**config.mk**
```make
export PLATFORM = sky130hd
export DESIGN_NAME = cp0_top
export DESIGN_NICKNAME = d
export VERILOG_FILES = /design/src/design/cp0_pkg.sv /design/src/design/cp0_commit.sv /design/src/design/cp0_exc_addr.sv /design/src/design/cp0_read_mux.sv /design/src/design/cp0_status_cause.sv /design/src/design/cp0_timer.sv /design/src/design/cp0_top.sv
export SDC_FILE = /design/constraint.sdc
export NUM_CORES = 1
export LEC_CHECK = 0
export ABC_AREA = 1
export BUFFER_PORTS_ARGS = -buffer_cell sky130_fd_sc_hd__buf_2
export CAP_MARGIN = 20
export CORE_AREA = 10 10 187 172
export CTS_CLUSTER_DIAMETER = 200
export DETAILED_ROUTE_END_ITERATION = 7
export DIE_AREA = 0 0 197 182
export GPL_TIMING_DRIVEN = 0
export MAX_ROUTING_LAYER = met4
export PLACE_DENSITY_LB_ADDON = 0.15
export SETUP_SLACK_MARGIN = 0.02
export SLEW_MARGIN = 20
export SYNTH_ARGS = -nofsm -noshare
export SYNTH_HDL_FRONTEND = slang
export SYNTH_SLANG_ARGS = --single-unit
export TNS_END_PERCENT = 30
```
**constraint.sdc**
```tcl
create_clock -name clk -period 2.19 [get_ports clk]
set_clock_uncertainty 0.15 [all_clocks]
set_input_delay 0.438 -clock clk [delete_from_list [all_inputs] [get_ports clk]]
set_output_delay 0.438 -clock clk [all_outputs]
set_load 0.03 [all_outputs]
```
**src/design/cp0_pkg.sv**
```systemverilog
`default_nettype none

package cp0_pkg;

    typedef logic [31:0] word_t;       // Data word or address
    typedef logic [7:0]  cp0_addr_t;   // {rd, sel}
    typedef logic [4:0]  exc_kind_t;   // Pipeline exception kind
    typedef logic [4:0]  exc_code_t;   // Architectural ExcCode
    typedef logic [7:0]  irq_t;        // Pending or mask bits
    typedef logic [5:0]  hw_int_t;     // External interrupt lines

    localparam cp0_addr_t ADDR_BADVADDR = 8'd64;   // rd 8, sel 0
    localparam cp0_addr_t ADDR_COUNT    = 8'd72;   // rd 9, sel 0
    localparam cp0_addr_t ADDR_COMPARE  = 8'd88;   // rd 11, sel 0
    localparam cp0_addr_t ADDR_STATUS   = 8'd96;   // rd 12, sel 0
    localparam cp0_addr_t ADDR_CAUSE    = 8'd104;  // rd 13, sel 0
    localparam cp0_addr_t ADDR_EPC      = 8'd112;  // rd 14, sel 0

    localparam exc_kind_t EXK_NONE = 5'd0;
    localparam exc_kind_t EXK_INT  = 5'd1;
    localparam exc_kind_t EXK_ADEL = 5'd2;
    localparam exc_kind_t EXK_ADES = 5'd3;
    localparam exc_kind_t EXK_SYS  = 5'd4;
    localparam exc_kind_t EXK_BP   = 5'd5;
    localparam exc_kind_t EXK_RI   = 5'd6;
    localparam exc_kind_t EXK_OV   = 5'd7;
    localparam exc_kind_t EXK_TRAP = 5'd8;

    localparam exc_code_t CODE_INT  = 5'd0;
    localparam exc_code_t CODE_ADEL = 5'd4;
    localparam exc_code_t CODE_ADES = 5'd5;
    localparam exc_code_t CODE_SYS  = 5'd8;
    localparam exc_code_t CODE_BP   = 5'd9;
    localparam exc_code_t CODE_RI   = 5'd10;
    localparam exc_code_t CODE_OV   = 5'd12;
    localparam exc_code_t CODE_TR   = 5'd13;
    localparam exc_code_t CODE_NONE = 5'd31;   // Nothing recorded yet

    // One instruction leaving the commit stage
    typedef struct packed {
        logic      valid;
        logic      is_mtc0;
        logic      is_eret;
        logic      ex;        // Exception reported for this instruction
        logic      bd;        // Sits in a branch delay slot
        exc_kind_t kind;
        cp0_addr_t addr;      // mtc0 or mfc0 target
        word_t     pc;
        word_t     wdata;     // ALU result, mtc0 data or data address
    } commit_req_t;

    typedef struct packed {
        logic status;
        logic cause;
        logic count;
        logic compare;
        logic epc;
        logic exc;            // Exception accepted this cycle
    } cp0_wen_t;

    // Values the pipeline needs for redirect and interrupt decision
    typedef struct packed {
        word_t epc;
        logic  ie;
        logic  exl;
        irq_t  im;
        irq_t  ip;
        logic  ti;
    } cp0_state_t;

endpackage

`default_nettype wire

```
**src/design/cp0_commit.sv**
```systemverilog
`timescale 1ns/1ps
`default_nettype none

module cp0_commit import cp0_pkg::*; (
    input  commit_req_t commit,
    input  logic        exl,
    output cp0_wen_t    wen,
    output logic        ex_first,
    output logic        eret_flush
);

    logic mtc0_we;
    logic ex_take;

    // An instruction that faulted never updates a register
    assign mtc0_we = commit.valid && commit.is_mtc0 && !commit.ex;
    assign ex_take = commit.valid && commit.ex;

    always_comb begin
        wen         = '0;
        wen.status  = mtc0_we && (commit.addr == ADDR_STATUS);
        wen.cause   = mtc0_we && (commit.addr == ADDR_CAUSE);
        wen.count   = mtc0_we && (commit.addr == ADDR_COUNT);
        wen.compare = mtc0_we && (commit.addr == ADDR_COMPARE);
        wen.epc     = mtc0_we && (commit.addr == ADDR_EPC);
        wen.exc     = ex_take;
    end

    // Nested exceptions keep EPC and BD of the outer one
    assign ex_first = ex_take && !exl;

    assign eret_flush = commit.valid && commit.is_eret && !commit.ex;

endmodule

`default_nettype wire

```
**src/design/cp0_exc_addr.sv**
```systemverilog
`timescale 1ns/1ps
`default_nettype none

module cp0_exc_addr import cp0_pkg::*; (
    input  logic        clk,
    input  logic        reset,
    input  commit_req_t commit,
    input  cp0_wen_t    wen,
    input  logic        ex_first,
    output word_t       epc,
    output word_t       badvaddr
);

    logic pc_misaligned;

    assign pc_misaligned = (commit.pc[1:0] != 2'b00);

    // EPC points at the branch when the fault is in its delay slot
    always_ff @(posedge clk) begin
        if (reset) begin
            epc <= '0;
        end else if (ex_first) begin
            epc <= commit.bd ? commit.pc - 32'd4 : commit.pc;
        end else if (wen.epc) begin
            epc <= commit.wdata;
        end
    end

    always_ff @(posedge clk) begin
        if (reset) begin
            badvaddr <= '0;
        end else if (wen.exc) begin
            if (commit.kind == EXK_ADES) begin
                badvaddr <= commit.wdata;   // Store address
            end else if (commit.kind == EXK_ADEL) begin
                // Fetch fault if the pc itself is bad, load fault otherwise
                badvaddr <= pc_misaligned ? commit.pc : commit.wdata;
            end
        end
    end

endmodule

`default_nettype wire

```
**src/design/cp0_read_mux.sv**
```systemverilog
`timescale 1ns/1ps
`default_nettype none

module cp0_read_mux import cp0_pkg::*; (
    input  cp0_addr_t addr,
    input  word_t     count,
    input  word_t     compare,
    input  word_t     epc,
    input  word_t     badvaddr,
    input  logic      ie,
    input  logic      exl,
    input  logic      bev,
    input  irq_t      im,
    input  irq_t      ip,
    input  logic      bd,
    input  logic      ti,
    input  exc_code_t exc_code,
    output word_t     rdata
);

    word_t status_word;
    word_t cause_word;

    assign status_word = {9'b0, bev, 6'b0, im, 6'b0, exl, ie};
    assign cause_word  = {bd, ti, 14'b0, ip, 1'b0, exc_code, 2'b00};

    always_comb begin
        case (addr)
            ADDR_BADVADDR: rdata = badvaddr;
            ADDR_COUNT:    rdata = count;
            ADDR_COMPARE:  rdata = compare;
            ADDR_STATUS:   rdata = status_word;
            ADDR_CAUSE:    rdata = cause_word;
            ADDR_EPC:      rdata = epc;
            default:       rdata = '0;   // Unmapped
        endcase
    end

endmodule

`default_nettype wire

```
**src/design/cp0_status_cause.sv**
```systemverilog
`timescale 1ns/1ps
`default_nettype none

module cp0_status_cause import cp0_pkg::*; (
    input  logic        clk,
    input  logic        reset,
    input  commit_req_t commit,
    input  cp0_wen_t    wen,
    input  logic        ex_first,
    input  logic        eret_flush,
    input  logic        ti,
    input  hw_int_t     ext_int,
    output logic        ie,
    output logic        exl,
    output logic        bev,
    output irq_t        im,
    output irq_t        ip,
    output logic        bd,
    output exc_code_t   exc_code
);

    exc_code_t code_next;

    // Status
    always_ff @(posedge clk) begin
        if (reset) begin
            ie  <= 1'b0;
            bev <= 1'b1;    // Boot vectors after reset
            im  <= '0;
        end else if (wen.status) begin
            ie  <= commit.wdata[0];
            bev <= commit.wdata[22];
            im  <= commit.wdata[15:8];
        end
    end

    always_ff @(posedge clk) begin
        if (reset) begin
            exl <= 1'b0;
        end else if (wen.exc) begin
            exl <= 1'b1;
        end else if (eret_flush) begin
            exl <= 1'b0;
        end else if (wen.status) begin
            exl <= commit.wdata[1];
        end
    end

    // Cause
    always_ff @(posedge clk) begin
        if (reset) begin
            bd <= 1'b0;
        end else if (ex_first) begin
            bd <= commit.bd;
        end
    end

    always_comb begin
        case (commit.kind)
            EXK_INT:  code_next = CODE_INT;
            EXK_ADEL: code_next = CODE_ADEL;
            EXK_ADES: code_next = CODE_ADES;
            EXK_SYS:  code_next = CODE_SYS;
            EXK_BP:   code_next = CODE_BP;
            EXK_RI:   code_next = CODE_RI;
            EXK_OV:   code_next = CODE_OV;
            EXK_TRAP: code_next = CODE_TR;
            default:  code_next = CODE_NONE;   // Includes EXK_NONE
        endcase
    end

    always_ff @(posedge clk) begin
        if (reset) begin
            exc_code <= CODE_NONE;
        end else if (wen.exc) begin
            exc_code <= code_next;   // Updated even when nested
        end
    end

    // Hardware lines are sampled every cycle
    always_ff @(posedge clk) begin
        if (reset) begin
            ip[7:2] <= '0;
        end else begin
            ip[7]   <= ext_int[5] | ti;   // Timer shares IP7
            ip[6:2] <= ext_int[4:0];
        end
    end

    always_ff @(posedge clk) begin
        if (reset) begin
            ip[1:0] <= '0;
        end else if (wen.cause) begin
            ip[1:0] <= commit.wdata[9:8];   // Software interrupts
        end
    end

endmodule

`default_nettype wire

```
**src/design/cp0_timer.sv**
```systemverilog
`timescale 1ns/1ps
`default_nettype none

module cp0_timer import cp0_pkg::*; #(
    parameter word_t COMPARE_RESET = 32'h0001_55cc
) (
    input  logic     clk,
    input  logic     reset,
    input  cp0_wen_t wen,
    input  word_t    wdata,
    output word_t    count,
    output word_t    compare,
    output logic     ti
);

    logic tick;   // High on every second cycle

    always_ff @(posedge clk) begin
        if (reset) begin
            tick <= 1'b0;
        end else begin
            tick <= ~tick;
        end
    end

    always_ff @(posedge clk) begin
        if (reset) begin
            count <= '0;
        end else if (wen.count) begin
            count <= wdata;   // Write wins over the increment
        end else if (tick) begin
            count <= count + 32'd1;
        end
    end

    always_ff @(posedge clk) begin
        if (reset) begin
            compare <= COMPARE_RESET;
        end else if (wen.compare) begin
            compare <= wdata;
        end
    end

    // Sticky until software rewrites Compare
    always_ff @(posedge clk) begin
        if (reset) begin
            ti <= 1'b0;
        end else if (wen.compare) begin
            ti <= 1'b0;
        end else if (count == compare) begin
            ti <= 1'b1;
        end
    end

endmodule

`default_nettype wire

```
**src/design/cp0_top.sv**
```systemverilog
`timescale 1ns/1ps
`default_nettype none

module cp0_top import cp0_pkg::*; #(
    parameter word_t COMPARE_RESET = 32'h0001_55cc
) (
    input  logic        clk,
    input  logic        reset,
    input  commit_req_t commit,
    input  hw_int_t     ext_int,
    output word_t       rdata,
    output logic        eret_flush,
    output cp0_state_t  state
);

    cp0_wen_t  wen;
    logic      ex_first;
    logic      ie;
    logic      exl;
    logic      bev;
    irq_t      im;
    irq_t      ip;
    logic      bd;
    logic      ti;
    exc_code_t exc_code;
    word_t     count;
    word_t     compare;
    word_t     epc;
    word_t     badvaddr;

    cp0_commit u_commit (
        .commit     (commit),
        .exl        (exl),
        .wen        (wen),
        .ex_first   (ex_first),
        .eret_flush (eret_flush)
    );

    cp0_status_cause u_status_cause (
        .clk        (clk),
        .reset      (reset),
        .commit     (commit),
        .wen        (wen),
        .ex_first   (ex_first),
        .eret_flush (eret_flush),
        .ti         (ti),
        .ext_int    (ext_int),
        .ie         (ie),
        .exl        (exl),
        .bev        (bev),
        .im         (im),
        .ip         (ip),
        .bd         (bd),
        .exc_code   (exc_code)
    );

    cp0_timer #(
        .COMPARE_RESET (COMPARE_RESET)
    ) u_timer (
        .clk     (clk),
        .reset   (reset),
        .wen     (wen),
        .wdata   (commit.wdata),
        .count   (count),
        .compare (compare),
        .ti      (ti)
    );

    cp0_exc_addr u_exc_addr (
        .clk      (clk),
        .reset    (reset),
        .commit   (commit),
        .wen      (wen),
        .ex_first (ex_first),
        .epc      (epc),
        .badvaddr (badvaddr)
    );

    cp0_read_mux u_read_mux (
        .addr     (commit.addr),
        .count    (count),
        .compare  (compare),
        .epc      (epc),
        .badvaddr (badvaddr),
        .ie       (ie),
        .exl      (exl),
        .bev      (bev),
        .im       (im),
        .ip       (ip),
        .bd       (bd),
        .ti       (ti),
        .exc_code (exc_code),
        .rdata    (rdata)
    );

    assign state.epc = epc;
    assign state.ie  = ie;
    assign state.exl = exl;
    assign state.im  = im;
    assign state.ip  = ip;
    assign state.ti  = ti;

endmodule

`default_nettype wire

```
==> impl_metrics.csv <==
group,metric,value,unit
synth,synthesis.area,9732,µm²
timing,finalSetupTns,-6.645,ns
critical_path,endpoint,"rdata[12]",
final_layout,layout_commonest_cell,"nand2_1",
drt,post_drt_wl_per_cell,22.65,µm
timing,setup_viol,32,
power,leakage,5.417,nW
drt,routed-via-count,11310,
timing,finalCritPeriodShare,113.2,%
clock_network,clk_path_buf_depth,2,
clock_network,cts.clk_slew.worst_paths,0.07,ns
floorplan,die_h,182,µm
critical_path,critPathKind,"in2out",
synth,synth_cell_type_count,47,
place,gp_congestion,0.9915,
power,pwr-share-clk,44.3,%
flow_run,drv_cap,0,
synth,synth_cells,1489,
power,combPwrFrac,13.0,%
clock_network,cts_hold_buf,0,
power,seqPwrFrac,42.7,%
outcome,violations,"negative setup slack",
global_route,first_global_vias,10820,
timing,grt_setup_unrepaired,"yes",
drt,drt_iter0_drc,1169,
power,fin_total_pwr,6.914,mW
worst_hold_path,hold_class,"in2reg",
worst_hold_path,min_path_cells,3,
critical_path,reg2reg_to,"u_exc_addr.epc[30]",
final_layout,final_net_count,1797,
timing,fin_ws,-0.2888,ns
final_layout,final_cell_mix,"nand2_1 (343), inv_1 (181), dfxtp_1 (155), buf_2 (154), nor2_1 (132)",
clock_network,cts_tree,"done",
timing,hold_viol,0,
power,p_sw,2.175,mW
drt,via_per_inst,5.438,
timing,worstMarginPinSlew,0.9825,ns
place,port_buffers,173,
synth,ys_warn_count,0,
power,p_per_area,558.9,nW/µm²
timing,drv_slew,0,
timing,final_period_minus_worst_setup_slack,2.479,ns
timing,max_slew_margin,34.50,%
synth,yosysSeqAreaShare,31.88,%
outcome,outcome,"complete, but fails checks",
global_route,antenna_found_initial,1,
floorplan,dieArea,35850,µm²
global_route,overflow,0,
place,hpwl,37160,µm
floorplan,dieWidth,197,µm
critical_path,worstPathMaxFanout,6,
global_route,grt_pass1_wl,69380,µm
critical_path,worstPathRequired,1.60,ns
final_layout,area_growth,27.13,%
power,p_int,4.740,mW
critical_path,startpoint,"commit[70]",
synth,syn_avg_cell_area,6.536,µm²
floorplan,placementRows,59,
critical_path,crit_arrival,1.89,ns
critical_path,rr_worst_depth,6,
drt,ant_nets,0,
synth,async_reset_ff_share,0,%
final_layout,fillCellCount,3073,
floorplan,coreArea,28350,µm²
drt,dr.pass1.iters,5,
critical_path,cp-start-kind,"primary input",
critical_path,r2r_slack,0.12,ns
floorplan,ioPinCount,174,
floorplan,start_util,34.33,%
power,switching_share,31.45,%
clock_network,clock-root-buffer,"clkbuf_16",
clock_network,cts.htree.levels,4,
synth,yosys_most_used_dff,"dfxtp_1",
drt,finalWirelength,47080,µm
synth,ys_ff_latch,155,
global_route,grt_max_degree,17,
final_layout,drive_above_1_share,22.59,%
timing,fmax,403.4,MHz
drt,drc,0,
clock_network,cts_buffers,17,
global_route,grt_usage,26.40,%
synth,synth-edff-count,0,
critical_path,r2r_start,"u_status_cause.exl",
clock_network,cts_sinks,155,
final_layout,n_antenna_cell,0,
critical_path,end_kind,"primary output",
clock_network,clkLatencyLatePin,0.44,ns
synth,syn_nets,1585,
power,ir_drop,544.9,µV
-- cells in the mapped netlist, drive strengths merged (2+ instances only) --
master,number,area (µm²)
or2,3,18.77
nor3,16,90.09
a221oi,3,26.28
a2111oi,2,17.52
inv,199,757.0
clkinv,3,12.51
nand4,23,143.9
nor2,156,693.2
o2111ai,14,122.6
o22ai,15,93.84
a21oi,107,539.3
o211ai,72,540.5
xnor2,16,140.1
ha,6,75.07
buf,41,282.8
clkbuf,28,106.4
a31oi,13,81.33
nand2,374,1478
o221ai,3,26.28
o21ai,127,654.4
xor2,29,254.0
nand3,79,432.9
dfxtp,155,3103
-- what timing repair did --
action / 4_1_cts / 5_1_grt
resized for setup: 143 / 20
buffers inserted: 16 / 1
hold endpoints to repair: 0 / 0
setup endpoints to repair: 33 / 39
pin swaps: 23 / 5
cloned: 3 / 0
-- routing by layer --
metal | global-route usage, % | vias to the layer above | routed length [µm]
li1 | - | 5353 | -
met1 | 34.74 | 5400 | 20680
met2 | 41.19 | 472 | 21690
met3 | 3.420 | 80 | 3424
met4 | 8.269 | 0 | 1286
met5 | - | - | 0
-- registers in the layout, indices dropped and copies added, names as in the netlist, 5 cells and up --
signal,count
u_status_cause.exc_code,5
u_status_cause.ip,8
u_timer.compare,32
u_timer.count,32
u_exc_addr.badvaddr,32
u_exc_addr.epc,32
u_status_cause.im,8
-- how the worst min path moves through the flow --
stage | endpoint | start
4_1_cts | u_status_cause.ip[3] | ext_int[1]
3_3_place_gp | u_status_cause.bev | u_status_cause.bev
2_1_floorplan | u_status_cause.bev | u_status_cause.bev
6_report | u_status_cause.ip[3] | ext_int[1]
3_5_place_dp | u_status_cause.bev | u_status_cause.bev
5_1_grt | u_status_cause.ip[3] | ext_int[1]
-- cell type report --
| cell class | instances | area [µm²] | area share (%) |
|---|---|---|---|
| inverter | 202 | 798.3 | 6.452 |
| buffer | 69 | 470.5 | 3.803 |
| sequential | 155 | 3103 | 25.08 |
| clock inverter | 14 | 156.4 | 1.264 |
| multi-input combinational | 1064 | 5791 | 46.80 |
| timing repair buffer | 192 | 1170 | 9.456 |
| tap | 366 | 457.9 | 3.701 |
| clock buffer | 17 | 425.4 | 3.439 |
-- cells by family (layout without fill, tap and decap cells) --
logic type | after synthesis | count (layout) | share of synthesized area, %
AO/OA/AOI/OAI | 358 | 358 | 21.83
XOR/XNOR | 45 | 45 | 4.050
adder cells (fa/ha/maj) | 6 | 6 | 0.7714
buffers and inverters | 271 | 494 | 11.91
flip-flops | 155 | 155 | 31.88
AND/OR/NAND/NOR | 654 | 655 | 29.56
-- stage by stage --
| stage | cells | cell area (µm²) | worst slack [ns] | util [%] | hold slack, ns |
|---|---|---|---|---|---|
| floorplan | 1489 | 9732 | -0.04786 | - | 0.2792 |
| global placement | 2028 | 11060 | -0.7175 | 39.00 | 0.2909 |
| detailed placement | 2028 | 11060 | -0.7169 | 39.00 | 0.3032 |
| CTS | 2078 | 12290 | -0.2566 | 43.34 | 0.03774 |
| global route | 2079 | 12370 | -0.3403 | 43.64 | 0.04849 |
| finish | 2079 | 12370 | -0.2888 | 43.64 | 0.04174 |
-- power by group through the flow --
stage,sequential (mW),combinational [mW],clock (mW)
after floorplan,3.07,0.378,0
after global placement,3.01,0.852,0
after detailed placement,3.01,0.857,0
after CTS,2.95,0.883,3.06
after global routing,2.95,0.962,3.17
final,2.95,0.900,3.06
-- worst max-delay path: stages --
cell and delay (ns):
buf_6 0.10, inv_4 0.05, nor2_4 0.05, nand2_2 0.08
nor2_4 0.05, nand2_8 0.08, clkinvlp_4 0.19, nand2_2 0.13
o21ai_2 0.06, a21oi_2 0.22, nand4_1 0.23, buf_6 0.21
(Power assumes the default switching activity.)
